**src/source/ex_settings.svh**
```systemverilog
// Width settings for the EX stage
// Word, register address, hart ID and exception code widths

`ifndef EX_SETTINGS_SVH
`define EX_SETTINGS_SVH

////////////////////////////////////////
// Datapath
////////////////////////////////////////

// Integer datapath width
`define EX_WORD_W      32

// Register file index, 32 GPRs
`define EX_REG_ADDR_W  5

////////////////////////////////////////
// Hart and exception
////////////////////////////////////////

// Two interleaved harts
`define EX_HART_W      1

// Exception code carried down the pipe
`define EX_EXP_W       4

`endif

```
**src/source/ex_ops_pkg.sv**
```systemverilog
// Operation types for the EX stage
// Word typedefs plus ALU, compare, memory and result-select encodings

`include "ex_settings.svh"

package ex_ops_pkg;

    // Meaningful widths
    typedef logic [`EX_WORD_W-1:0]     word_t;      // One data word
    typedef logic [`EX_REG_ADDR_W-1:0] reg_addr_t;  // GPR number
    typedef logic [`EX_HART_W-1:0]     hart_id_t;   // Hart number
    typedef logic [`EX_EXP_W-1:0]      exp_code_t;  // Exception code

    // ALU operations
    typedef enum logic [3:0] {
        ALU_ADD   = 4'd0,
        ALU_SUB   = 4'd1,
        ALU_AND   = 4'd2,
        ALU_OR    = 4'd3,
        ALU_XOR   = 4'd4,
        ALU_SLL   = 4'd5,
        ALU_SRL   = 4'd6,
        ALU_SRA   = 4'd7,
        ALU_SLT   = 4'd8,
        ALU_SLTU  = 4'd9,
        ALU_PASS1 = 4'd10   // LUI, passes operand 1
    } alu_op_t;

    // Compare operations
    typedef enum logic [2:0] {
        CMP_EQ  = 3'd0,
        CMP_NE  = 3'd1,
        CMP_LT  = 3'd2,
        CMP_GE  = 3'd3,
        CMP_LTU = 3'd4,
        CMP_GEU = 3'd5
    } cmp_op_t;

    // Memory access type, NONE must stay 0
    typedef enum logic [2:0] {
        MEM_NONE = 3'd0,
        MEM_LW   = 3'd1,
        MEM_LH   = 3'd2,
        MEM_LB   = 3'd3,
        MEM_SW   = 3'd4,
        MEM_SH   = 3'd5,
        MEM_SB   = 3'd6
    } mem_op_t;

    // EX result source
    typedef enum logic [1:0] {
        OUT_ALU  = 2'd0,
        OUT_CMP  = 2'd1,
        OUT_PCN  = 2'd2,   // PC + 4 from ID
        OUT_ZERO = 2'd3
    } out_sel_t;

endpackage

```
**src/source/ex_pipe_pkg.sv**
```systemverilog
// Pipeline records for the EX stage
// ID/EX input, EX/MEM output and branch outcome structs

package ex_pipe_pkg;

    import ex_ops_pkg::*;

    ////////////////////////////////////////
    // ID/EX record
    ////////////////////////////////////////
    typedef struct packed {
        logic      is_jalr;      // JALR, target bit 0 cleared
        exp_code_t exp_code;
        word_t     pc;
        logic      en;           // Valid instruction
        alu_op_t   alu_op;
        word_t     alu_in_0;
        word_t     alu_in_1;     // Imm for stores
        cmp_op_t   cmp_op;
        word_t     cmp_in_0;
        word_t     cmp_in_1;
        logic      jump_taken;   // Unconditional jump
        mem_op_t   mem_op;
        word_t     mem_wr_data;
        reg_addr_t rd_addr;
        logic      gpr_we;       // Clear for branches
        hart_id_t  hart_id;
        out_sel_t  out_sel;
        word_t     pcn_data;     // PC + 4
    } id_ex_t;

    ////////////////////////////////////////
    // EX/MEM record
    ////////////////////////////////////////
    typedef struct packed {
        exp_code_t exp_code;
        word_t     pc;
        logic      en;
        mem_op_t   mem_op;
        word_t     mem_wr_data;  // After forwarding
        reg_addr_t rd_addr;
        logic      gpr_we;
        word_t     out;          // Selected EX result
        hart_id_t  hart_id;
    } ex_mem_t;

    // Branch outcome to IF
    typedef struct packed {
        logic  taken;
        word_t addr;
    } branch_t;

endpackage

```
**src/source/ex_alu.sv**
```systemverilog
// Integer ALU for the EX stage
// Add/sub, logic, shifts, set-less-than and operand pass

`timescale 1ns/10ps

`include "ex_settings.svh"

module ex_alu (
    input  ex_ops_pkg::word_t   in_0,
    input  ex_ops_pkg::word_t   in_1,
    input  ex_ops_pkg::alu_op_t op,
    output ex_ops_pkg::word_t   result
);

    import ex_ops_pkg::*;

    // Shift amount width, 5 for a 32-bit word
    localparam int SHAMT_W = $clog2(`EX_WORD_W);

    logic [SHAMT_W-1:0] shamt;   // Low bits of operand 1
    logic               lt_s;    // Signed less-than
    logic               lt_u;    // Unsigned less-than

    assign shamt = in_1[SHAMT_W-1:0];
    assign lt_s  = $signed(in_0) < $signed(in_1);
    assign lt_u  = in_0 < in_1;

    ////////////////////////////////////////
    // Operation select
    ////////////////////////////////////////
    always_comb begin
        case (op)
            ALU_ADD:   result = in_0 + in_1;
            ALU_SUB:   result = in_0 - in_1;
            ALU_AND:   result = in_0 & in_1;
            ALU_OR:    result = in_0 | in_1;
            ALU_XOR:   result = in_0 ^ in_1;
            ALU_SLL:   result = in_0 << shamt;
            ALU_SRL:   result = in_0 >> shamt;
            // Arithmetic shift keeps the sign
            ALU_SRA:   result = word_t'($signed(in_0) >>> shamt);
            ALU_SLT:   result = word_t'(lt_s);       // 0 or 1
            ALU_SLTU:  result = word_t'(lt_u);
            ALU_PASS1: result = in_1;                // LUI
            default:   result = '0;                  // Unused codes
        endcase
    end

endmodule

```
**src/source/ex_cmp.sv**
```systemverilog
// Comparator for branches and set-style results
// Equality, signed and unsigned ordering

`timescale 1ns/10ps

module ex_cmp (
    input  ex_ops_pkg::word_t   in_0,
    input  ex_ops_pkg::word_t   in_1,
    input  ex_ops_pkg::cmp_op_t op,
    output logic                is_true
);

    import ex_ops_pkg::*;

    logic eq;     // in_0 == in_1
    logic lt_s;   // Signed order
    logic lt_u;   // Unsigned order

    assign eq   = in_0 == in_1;
    assign lt_s = $signed(in_0) < $signed(in_1);
    assign lt_u = in_0 < in_1;

    always_comb begin
        case (op)
            CMP_EQ:  is_true = eq;
            CMP_NE:  is_true = !eq;
            CMP_LT:  is_true = lt_s;
            CMP_GE:  is_true = !lt_s;    // BGE, not less
            CMP_LTU: is_true = lt_u;
            CMP_GEU: is_true = !lt_u;
            default: is_true = 1'b0;     // Never true
        endcase
    end

endmodule

```
**src/source/ex_ctrl.sv**
```systemverilog
// EX stage control
// Forwarding, result select, branch resolution, EX/MEM load and kill

`timescale 1ns/10ps

module ex_ctrl (
    input  ex_pipe_pkg::id_ex_t  id,
    input  logic                 rs1_fwd,
    input  logic                 rs2_fwd,
    input  ex_ops_pkg::word_t    mem_fwd_data,
    input  logic                 stall,
    input  logic                 flush,
    input  ex_ops_pkg::word_t    alu_out,
    input  logic                 cmp_true,
    output ex_ops_pkg::word_t    alu_in_0,
    output ex_ops_pkg::word_t    alu_in_1,
    output ex_ops_pkg::alu_op_t  alu_op,
    output ex_ops_pkg::word_t    cmp_in_0,
    output ex_ops_pkg::word_t    cmp_in_1,
    output ex_ops_pkg::cmp_op_t  cmp_op,
    output ex_ops_pkg::word_t    fwd_data,
    output ex_pipe_pkg::branch_t br,
    output ex_pipe_pkg::ex_mem_t next,
    output logic                 load,
    output logic                 kill
);

    import ex_ops_pkg::*;

    word_t st_data;   // Store data after forwarding
    word_t result;    // Selected EX result

    ////////////////////////////////////////
    // Forwarding from MEM
    ////////////////////////////////////////
    // Load in MEM feeding the instruction in EX
    assign alu_in_0 = rs1_fwd ? mem_fwd_data : id.alu_in_0;
    assign st_data  = rs2_fwd ? mem_fwd_data : id.mem_wr_data;
    // Operand 1 holds the store offset, never forwarded
    assign alu_in_1 = id.alu_in_1;
    assign alu_op   = id.alu_op;

    assign cmp_in_0 = id.cmp_in_0;   // Regs already read in ID
    assign cmp_in_1 = id.cmp_in_1;
    assign cmp_op   = id.cmp_op;

    // Result select
    always_comb begin
        case (id.out_sel)
            OUT_ALU: result = alu_out;
            OUT_CMP: result = word_t'(cmp_true);   // Zero-extended
            OUT_PCN: result = id.pcn_data;         // Link address
            default: result = '0;
        endcase
    end

    assign fwd_data = result;   // Bypass to ID

    ////////////////////////////////////////
    // Branch and jump resolution
    ////////////////////////////////////////
    assign br.addr  = id.is_jalr ? (alu_out & ~word_t'(1)) : alu_out;
    // Branches write no register, jumps always taken
    assign br.taken = (cmp_true && !id.gpr_we) || id.jump_taken;

    // Next EX/MEM record
    always_comb begin
        next.exp_code    = id.exp_code;
        next.pc          = id.pc;
        next.en          = id.en;
        next.mem_op      = id.mem_op;
        next.mem_wr_data = st_data;
        next.rd_addr     = id.rd_addr;
        next.gpr_we      = id.gpr_we;
        next.out         = result;
        next.hart_id     = id.hart_id;
    end

    // Register actions, kill has priority in the register
    assign load = !stall;
    assign kill = flush;

endmodule

```
**src/source/ex_mem_reg.sv**
```systemverilog
// EX/MEM pipeline register
// Hold on stall, clear on flush, registered memory-access flag

`timescale 1ns/10ps

module ex_mem_reg (
    input  logic                 clk,
    input  logic                 rst,
    input  logic                 load,
    input  logic                 kill,
    input  ex_pipe_pkg::ex_mem_t next,
    output ex_pipe_pkg::ex_mem_t ex,
    output logic                 access_mem
);

    import ex_ops_pkg::*;

    logic next_access;   // Valid load or store in next

    assign next_access = (next.mem_op != MEM_NONE) && next.en;

    ////////////////////////////////////////
    // Record and flag
    ////////////////////////////////////////
    always_ff @(posedge clk) begin
        if (rst) begin
            ex         <= '0;       // mem_op reads as NONE
            access_mem <= 1'b0;
        end else if (kill) begin
            // Bubble, wins even under stall
            ex         <= '0;
            access_mem <= 1'b0;
        end else if (load) begin
            ex         <= next;
            access_mem <= next_access;
        end
        // Stall, hold the current record
    end

endmodule

```
**src/source/ex_stage.sv**
```systemverilog
// EX stage top level
// Control, ALU, comparator and EX/MEM register instances

`timescale 1ns/10ps

module ex_stage (
    input  logic                 clk,
    input  logic                 rst,
    // Hazard unit
    input  logic                 stall,
    input  logic                 flush,
    // ID/EX record
    input  ex_pipe_pkg::id_ex_t  id,
    // Forwarding from MEM
    input  logic                 rs1_fwd,
    input  logic                 rs2_fwd,
    input  ex_ops_pkg::word_t    mem_fwd_data,
    // To MEM, ID and IF
    output ex_pipe_pkg::ex_mem_t ex,
    output ex_ops_pkg::word_t    fwd_data,
    output ex_pipe_pkg::branch_t br,
    // To data cache
    output logic                 access_mem,
    output ex_ops_pkg::word_t    alu_out
);

    import ex_ops_pkg::*;
    import ex_pipe_pkg::*;

    word_t   alu_in_0;
    word_t   alu_in_1;
    alu_op_t alu_op;
    word_t   cmp_in_0;
    word_t   cmp_in_1;
    cmp_op_t cmp_op;
    logic    cmp_true;
    ex_mem_t next;      // Record for the register
    logic    load;
    logic    kill;

    ////////////////////////////////////////
    // Control
    ////////////////////////////////////////
    ex_ctrl u_ctrl (
        .id           (id),
        .rs1_fwd      (rs1_fwd),
        .rs2_fwd      (rs2_fwd),
        .mem_fwd_data (mem_fwd_data),
        .stall        (stall),
        .flush        (flush),
        .alu_out      (alu_out),
        .cmp_true     (cmp_true),
        .alu_in_0     (alu_in_0),
        .alu_in_1     (alu_in_1),
        .alu_op       (alu_op),
        .cmp_in_0     (cmp_in_0),
        .cmp_in_1     (cmp_in_1),
        .cmp_op       (cmp_op),
        .fwd_data     (fwd_data),
        .br           (br),
        .next         (next),
        .load         (load),
        .kill         (kill)
    );

    // Datapath
    ex_alu u_alu (
        .in_0   (alu_in_0),
        .in_1   (alu_in_1),
        .op     (alu_op),
        .result (alu_out)
    );

    ex_cmp u_cmp (
        .in_0    (cmp_in_0),
        .in_1    (cmp_in_1),
        .op      (cmp_op),
        .is_true (cmp_true)
    );

    ////////////////////////////////////////
    // EX/MEM register
    ////////////////////////////////////////
    ex_mem_reg u_ex_mem_reg (
        .clk        (clk),
        .rst        (rst),
        .load       (load),
        .kill       (kill),
        .next       (next),
        .ex         (ex),
        .access_mem (access_mem)
    );

endmodule

```
**config.mk**
```make
export PLATFORM = sky130hd
export DESIGN_NAME = ex_stage
export DESIGN_NICKNAME = d
export VERILOG_FILES = /design/src/source/ex_ops_pkg.sv /design/src/source/ex_pipe_pkg.sv /design/src/source/ex_alu.sv /design/src/source/ex_cmp.sv /design/src/source/ex_ctrl.sv /design/src/source/ex_mem_reg.sv /design/src/source/ex_stage.sv
export VERILOG_INCLUDE_DIRS = /design/src /design/src/source
export SDC_FILE = /design/constraint.sdc
export NUM_CORES = 1
export LEC_CHECK = 0
export BUFFER_PORTS_ARGS = -buffer_cell sky130_fd_sc_hd__buf_2
export CAP_MARGIN = 20
export CORE_UTILIZATION = 35
export CTS_CLUSTER_SIZE = 8
export DETAILED_ROUTE_END_ITERATION = 8
export PLACE_DENSITY = 0.67
export SLEW_MARGIN = 20
export SYNTH_ARGS = -nofsm -noshare
export SYNTH_HDL_FRONTEND = slang
export SYNTH_SLANG_ARGS = --single-unit
export TNS_END_PERCENT = 10
```
**constraint.sdc**
```tcl
create_clock -name clk -period 10.9 [get_ports clk]
set_input_delay 1.635 -clock clk [delete_from_list [all_inputs] [get_ports clk]]
set_output_delay 1.635 -clock clk [all_outputs]
set_load 0.03 [all_outputs]
```
==> results of run 1 <==
-- Yosys cell counts (11+ instances only) --
master,instances
sky130_fd_sc_hd__nor2_1,277
sky130_fd_sc_hd__mux2i_1,171
sky130_fd_sc_hd__a21oi_1,162
sky130_fd_sc_hd__nand2_1,145
sky130_fd_sc_hd__ha_1,132
sky130_fd_sc_hd__inv_1,128
sky130_fd_sc_hd__dfxtp_1,112
sky130_fd_sc_hd__clkbuf_1,104
sky130_fd_sc_hd__o21ai_0,102
sky130_fd_sc_hd__buf_4,63
sky130_fd_sc_hd__mux4_2,44
sky130_fd_sc_hd__nor3_1,40
sky130_fd_sc_hd__nand3_1,37
sky130_fd_sc_hd__o31ai_1,31
sky130_fd_sc_hd__buf_1,25
sky130_fd_sc_hd__a22oi_1,24
sky130_fd_sc_hd__o22ai_1,24
sky130_fd_sc_hd__a221oi_1,23
sky130_fd_sc_hd__o211ai_1,23
sky130_fd_sc_hd__a211oi_1,21
sky130_fd_sc_hd__mux2_2,21
sky130_fd_sc_hd__nand4_1,20
sky130_fd_sc_hd__a21o_1,18
sky130_fd_sc_hd__a31oi_1,17
sky130_fd_sc_hd__nor2b_1,17
sky130_fd_sc_hd__buf_2,16
sky130_fd_sc_hd__nand2b_1,16
sky130_fd_sc_hd__o221ai_1,16
sky130_fd_sc_hd__o2111ai_1,14
sky130_fd_sc_hd__nor4_1,13
sky130_fd_sc_hd__o21a_1,13
sky130_fd_sc_hd__a221o_1,12
sky130_fd_sc_hd__a211o_1,11
sky130_fd_sc_hd__inv_2,11
sky130_fd_sc_hd__o21bai_1,11
-- power by group --
group          total, mW  internal, mW  switching [mW]
Clock              0.376         0.169           0.207
Combinational       1.01         0.333           0.682
Sequential         0.429         0.422         0.00693
-- cell families after synthesis --
group / count (synthesis)
compound gates: 611
xor+xnor: 10
fa+ha+maj: 134
buf+inv: 357
flops: 112
mux: 248
simple gates: 628
-- critical path, stage by stage --
cell and delay, ps:
sky130_fd_sc_hd__buf_2 570, sky130_fd_sc_hd__mux2i_1 760, sky130_fd_sc_hd__ha_1 410, sky130_fd_sc_hd__o21ba_2 240
sky130_fd_sc_hd__or4_1 500, sky130_fd_sc_hd__a2111oi_2 640, sky130_fd_sc_hd__o21ai_1 190, sky130_fd_sc_hd__nor3b_1 240
sky130_fd_sc_hd__nor4b_1 430, sky130_fd_sc_hd__nor3_1 130, sky130_fd_sc_hd__a31o_2 280, sky130_fd_sc_hd__nor4_2 400
sky130_fd_sc_hd__nor3_1 90, sky130_fd_sc_hd__buf_2 210
-- cell type report --
type	instances	area [um^2]	share of cell area
Tap cell	592	741	0.0402
Inverter	144	541	0.0293
Sequential cell	112	2240	0.122
Timing Repair Buffer	521	2670	0.145
Antenna cell	2	5.00	0.000271
Clock inverter	7	93.8	0.00509
Clock buffer	9	225	0.0122
Multi-Input combinational cell	1631	11900	0.646
-- worst paths after layout --
check                         to                 from  cells past startpoint
max                 fwd_data[29]              rs1_fwd                     14
min          u_ex_mem_reg.ex[22]  u_ex_mem_reg.ex[22]                      2
max reg2reg  u_ex_mem_reg.ex[27]  u_ex_mem_reg.ex[27]                      2
min reg2reg  u_ex_mem_reg.ex[22]  u_ex_mem_reg.ex[22]                      2
-- flip-flops by register name, indices dropped and copies added, names as in the netlist --
| name | cells |
|---|---|
| u_ex_mem_reg.access_mem | 1 |
| u_ex_mem_reg.ex | 111 |
-- routing by layer --
layer  vias to the layer above  global-route usage
met1                      8839               0.407
met4                         0               0.109
met2                      1327               0.502
met3                       157              0.0790
li1                       8283                   -
met5                         -                   0
-- stage by stage --
| stage | instance area [um^2] | hold slack, ps | setup WS [ps] | utilization | instances |
|---|---|---|---|---|---|
| 6_report | 18400 | 456 | 2500 | 0.416 | 3018 |
| 5_1_grt | 18400 | 470 | 2330 | 0.416 | 3017 |
| 4_1_cts | 18400 | 456 | 2640 | 0.416 | 3016 |
| 3_5_place_dp | 18100 | 437 | 2650 | 0.409 | 3000 |
| 3_3_place_gp | 18100 | 431 | 2830 | 0.409 | 3000 |
| 2_1_floorplan | 15800 | 577 | 3410 | - | 2100 |
==> run summary, run 1 <==
The run finished with clean final reports. The number of filler instances in the final layout is about 4600. The register bit count reported by yosys is between 100 and 150. The I/O pin count came out at between 400 and 500. The reg2reg setup slack came out at just over 10000 ps.

The wire length on met3 came out at roughly 8500 um. The type of destination of the critical path is an output port. The total via count after detailed routing came out at 18600. The sequential fraction of the synthesis area is 0.142. For this run, the total global-route usage over all layers was measured as 0.313. The fraction of the mapped netlist area in compound gates is 0.262.

The number of port buffers came out at just under 500. The first-pass GRT wire length is between 100000 and 150000 um. The tool flagged a number of max-cap violations equal to 0. The worst slew slack as a fraction of its limit is 0.284.

The root buffer cell chosen for the clock tree is sky130_fd_sc_hd__clkbuf_16. The DRC violation count after routing is 0. Leaving out fill and tap cells, the most frequent cell in the layout is sky130_fd_sc_hd__buf_2. The maximum resistive drop on vdd is roughly 0.000086 V. The final cycle utilization of the critical path is 0.770. STA classifies the critical path startpoint as an input pin. The layout-stage area growth over the synthesis result came out at 17.0%. The number of slew-limit violations in the final report came out at 0. The amount of wire on met2 after detailed routing is roughly 34000 um.

The share of synthesized cell area in full adder, half adder and majority cells came out at 0.107. The detail route stage leaves a number of antenna-violating nets equal to 0. The initial core utilization came out at 0.356. The fraction of synthesized cell area in xor and xnor cells came out at 0.00556. The kind of critical path is input pin to output port. The peak fanout along the critical path came out at 26. The final routed wire length divided by cell count is approximately 25 um.

The fraction of post-synthesis cell area in the top cell type by area came out at 0.142. The count of different cell masters after synthesis is slightly above 90. The main combinational cell family by area after synthesis is compound AO/OA/AOI/OAI gates. The number of setup buffers added after CTS came out at 0. The met1 wire length is just over 30000 um.

The floorplan die height is about 210 um. In this run the worst hold path is classified as flip-flop to flip-flop. The placer congestion estimate came out at approximately 1.0. The floorplan has 77 rows. The mean post-synth cell area is 7.51 um^2. The library cells used most frequently in the layout, excluding fill and tap cells, are sky130_fd_sc_hd__buf_2, sky130_fd_sc_hd__nor2_1, sky130_fd_sc_hd__mux2i_1, sky130_fd_sc_hd__a21oi_1, sky130_fd_sc_hd__nand2_1.

Of the total synthesized cell area, the portion taken by AND, OR, NAND and NOR gates is 0.180. Dividing the detail-routed via count by the number of cells gives around 6.2. The synthesized net count came out at between 2000 and 3000. Detailed placement finished with a half-perimeter wire length of 59800 um. The violation count after the first detailed-route iteration is roughly 2200. The share of synthesized area spent on multiplexers came out at 0.198.

The setup TNS after final layout came out at 0 ps. The area inside the core boundary is about 44000 um^2. Power spread over the standard cell area amounts to 98.7 nW/um^2. The worst path in the final design needs a cycle of about 8400 ps, including I/O delays and setup. The required time of the critical path came out at a little over 9000 ps. The number of synthesized flops with an enable pin came out at 0.

The final clock skew is 0 ps. The TritonCTS clock tree is built. The highest signal layer in the routed design is met4.

After clock tree synthesis, the repair step resized 0 gates. The number of hold buffers added after cts is 0. The number of antenna violations at the first check in global routing is 4. Summing internal, switching and leakage power gives around 1.8 mW. Before antenna repair, the detailed router went through 6 iterations. sky130_fd_sc_hd__dfxtp_1 takes more of the synthesized area than any other cell. Setup violations remaining at the end of the flow were counted as 0. The data arrival time at the worst-slack endpoint came out at 6760 ps. The final layout contains routed wiring with a total length of 75100 um.

The H-tree was split into 3 levels. The proportion of register bits with asynchronous set or reset after synthesis came out at 0. The mapped cell area is roughly 16000 um^2.

The via count of the first global-routing pass is about 17000. Timing would allow up to ~0.12 GHz. The total global routing overflow came out at 0.

The count of nets after finishing is 2841. Clock latency on the worst-skew pair, taken at its later pin, is approximately 400 ps. The clock passes through at most 2 buffers. The number of buffers added by the clock tree synthesis step came out at 9. For this design the static power due to leakage is 8.82 nW. The post-synthesis instance total came out at 2100. The count of yosys warnings during synthesis is 0. The most frequently used flop master after synthesis is sky130_fd_sc_hd__dfxtp_1. The maximum number of pins on one net before global-route repair came out at between 80 and 90. The number of sinks driven by the clock tree is 112. For the pin with the worst max-slew slack, the measured transition is about 1100 ps. The total die area came out at roughly 46000 um^2. The clock transition at the registers of the reported paths came out at 80 ps. The number of failing hold endpoints at the final stage is 0. Setup repair after global routing left no endpoint under its margin. Measured along the x axis, the die boundary spans 214 um. After synthesis, the cell types taking the most area are sky130_fd_sc_hd__dfxtp_1, sky130_fd_sc_hd__mux2i_1, sky130_fd_sc_hd__ha_1. The share of post-route cells with drive strength above 1 came out at 0.271.
No activity file was read; power rests on OpenSTA's default activity.
==> inputs of run 2 (changes only) <==
- clock period: 10.9 -> 8.3 ns (I/O delays scaled with it)
==> run summary, run 2 (synthesis results as in run 1) <==
For the pin with the worst max-slew slack, the measured transition is 1080 ps. The final clock skew came out at 0 ps. Leaving out fill and tap cells, the most frequent cell in the layout is sky130_fd_sc_hd__buf_2. Walking the worst path, the cells encountered are buf_2, buf_4, mux2i_1, ha_1, nand2b_1, a21oi_1, o21ai_0, a211oi_1, nor4_1, o21ai_0, o21ai_1, mux2i_1, o22ai_1, buf_2. The power per standard cell area came out at approximately 130 nW/um^2.

The largest registers in the layout are u_ex_mem_reg.ex (111), u_ex_mem_reg.access_mem (1). 497 I/O pins were placed. Counting flops per register, the top entry is u_ex_mem_reg.ex.

The total global routing overflow is 0. The count of nets after finishing came out at 2850. The number of detailed-route iterations in the first pass came out at 7. The number of antenna violations at the first check in global routing came to 4.

The worst min-delay path class is flip-flop to flip-flop. The layout-stage area growth over the synthesis result is 17.3%. Setup violations remaining at the end of the flow were counted as 0. The peak fanout along the critical path is 25. The register with the most flip-flops in the layout has roughly 110 of them. The worst slew slack as a fraction of its limit came out at 0.275. The pre-CTS setup slack came out at 1080 ps. The final route contains between 15000 and 20000 vias.

The number of slew-limit violations in the final report is 0. The slowest stage of the critical path belongs to the cell sky130_fd_sc_hd__o22ai_1. The H-tree depth is 3.

The tool flagged a number of max-cap violations equal to 0. The TritonCTS clock tree is built. In the final layout, the share of cells above drive strength 1 is 0.274. Entering global routing, the biggest net connects 85 pins. The maximum operating frequency came out at approximately 0.14 GHz. The run finished with clean final reports.

Routability-driven placement finished with a final weighted congestion of 1.07. The first-pass GRT wire length came out at roughly 110000 um. The largest single stage delay on the critical path is 760 ps.

The number of hold buffers added after cts is 0. The cell sitting at the root of the clock tree is a sky130_fd_sc_hd__clkbuf_16. After filler insertion, the fill cell instance count of the layout stands at roughly 4600. The number of setup buffers added after CTS is 0.

The global routing usage summed across all routing layers is 0.317. The kind of cell with the highest combined delay on the critical path is compound AO/OA/AOI/OAI gates. The worst path setup slack after routing came out at 953 ps.

The DRC violation count after routing came out at 0. The number of failing hold endpoints at the final stage was 0. The worst hold margin is around 450 ps.

The post-CTS resize count is 0. At the later pin of the worst-skew pair, clock insertion delay measures about 390 ps. The initial core utilization is 0.356. The placed wire-length estimate is around 61000 um. The violation count after the first detailed-route iteration is ~1800. Dividing the detail-routed wire length by the instance count gives about 25 um. The number of buffer and inverter instances along the worst setup path is 3. The via count of the first global-routing pass came out at ~17000. The post-route minimum period came out at 7350 ps. In the final timing run, aggregate negative setup slack is 0 ps. The analysis attributes to cell leakage a power of around 9 nW. The row count came out at between 70 and 80. The tree built by TritonCTS fans out to between 100 and 150 sinks. Clock-pin slew was measured on the worst setup and hold paths at approximately 70 ps. Total power for the finished layout comes to 2.36 mW. Using the TritonRoute via totals, the vias-per-cell ratio works out to 6.10. The startpoint type of the worst setup path is an input pin.

The remaining antenna violation count after routing is 0. The top cell types in the final layout, fill and taps aside, are sky130_fd_sc_hd__buf_2, sky130_fd_sc_hd__nor2_1, sky130_fd_sc_hd__mux2i_1, sky130_fd_sc_hd__a21oi_1, sky130_fd_sc_hd__nand2_1. The width of the die is ~210 um.

The required time of the critical path is ~7000 ps. The number of buffers added by the clock tree synthesis step came out at 9. The total die area came out at between 40000 and 50000 um^2. The area inside the core boundary is ~44000 um^2. The maximum count of clock buffers along a single path came out at 2. Setup repair after global routing left no endpoint under its margin. The floorplan die height came out at ~210 um. The maximum resistive drop on vdd came out at 0.000118 V.

The setup path with the least slack is of type input pin to output port. The data arrival time at the worst-slack endpoint came out at 6100 ps. STA classifies the critical path endpoint as an output port. The final routed wirelength across all metal layers came out at 75500 um.

The final cycle utilization of the critical path came out at 0.885. The number of port buffers is about 500.
[run 2: cell count changes in the layout (fill, tap and decap cells not counted), moves of 2 or more]
cell	change
sky130_fd_sc_hd__diode_2	+2
sky130_fd_sc_hd__inv_8	+2
sky130_fd_sc_hd__buf_4	+9
sky130_fd_sc_hd__inv_12	-2
[run 2: cell type report]
class | instances | area, um^2 | share of cell area
Multi-Input combinational cell | 1631 | 11900 | 0.645
Timing Repair Buffer | 530 | 2740 | 0.148
Sequential cell | 112 | 2240 | 0.121
Tap cell | 592 | 741 | 0.0400
Inverter | 144 | 541 | 0.0292
Clock buffer | 10 | 229 | 0.0124
Clock inverter | 6 | 67.6 | 0.00365
Antenna cell | 4 | 10.0 | 0.000541
[run 2: layer usage]
metal  wire length (um)  global-route usage  part of all wire
met2              34300               0.514              0.45
met5                  0                   0                 0
met4               2460               0.113             0.033
met3               7980              0.0773              0.11
met1              30700               0.407              0.41
[run 2: final timing paths]
check	endpoint	slack [ps]	startpoint	depth (start not counted)
setup / recovery	fwd_data[0]	950	rs1_fwd	14
hold / removal	u_ex_mem_reg.ex[19]	450	u_ex_mem_reg.ex[19]	2
setup reg to reg	u_ex_mem_reg.ex[16]	7530	u_ex_mem_reg.ex[16]	2
hold reg to reg	u_ex_mem_reg.ex[19]	450	u_ex_mem_reg.ex[19]	2
[run 2: where the power goes]
group	internal [mW]	total (mW)	switching [mW]
logic	0.440	1.34	0.898
registers	0.554	0.563	0.00921
clock network	0.215	0.459	0.245
total	1.21	2.36	1.15
[run 2: metrics by stage]
stage	std cells	utilization	cell area, um^2
after floorplan	2100	-	15800
after global placement	3009	0.410	18200
after detailed placement	3009	0.410	18200
after CTS	3025	0.417	18500
after global routing	3028	0.417	18500
final	3029	0.417	18500
[run 2: tightest hold or removal path, stage by stage, from the launching register on]
cell and delay, ps:
sky130_fd_sc_hd__dfxtp_1 310, sky130_fd_sc_hd__nand2_1 50, sky130_fd_sc_hd__o21ai_1 50
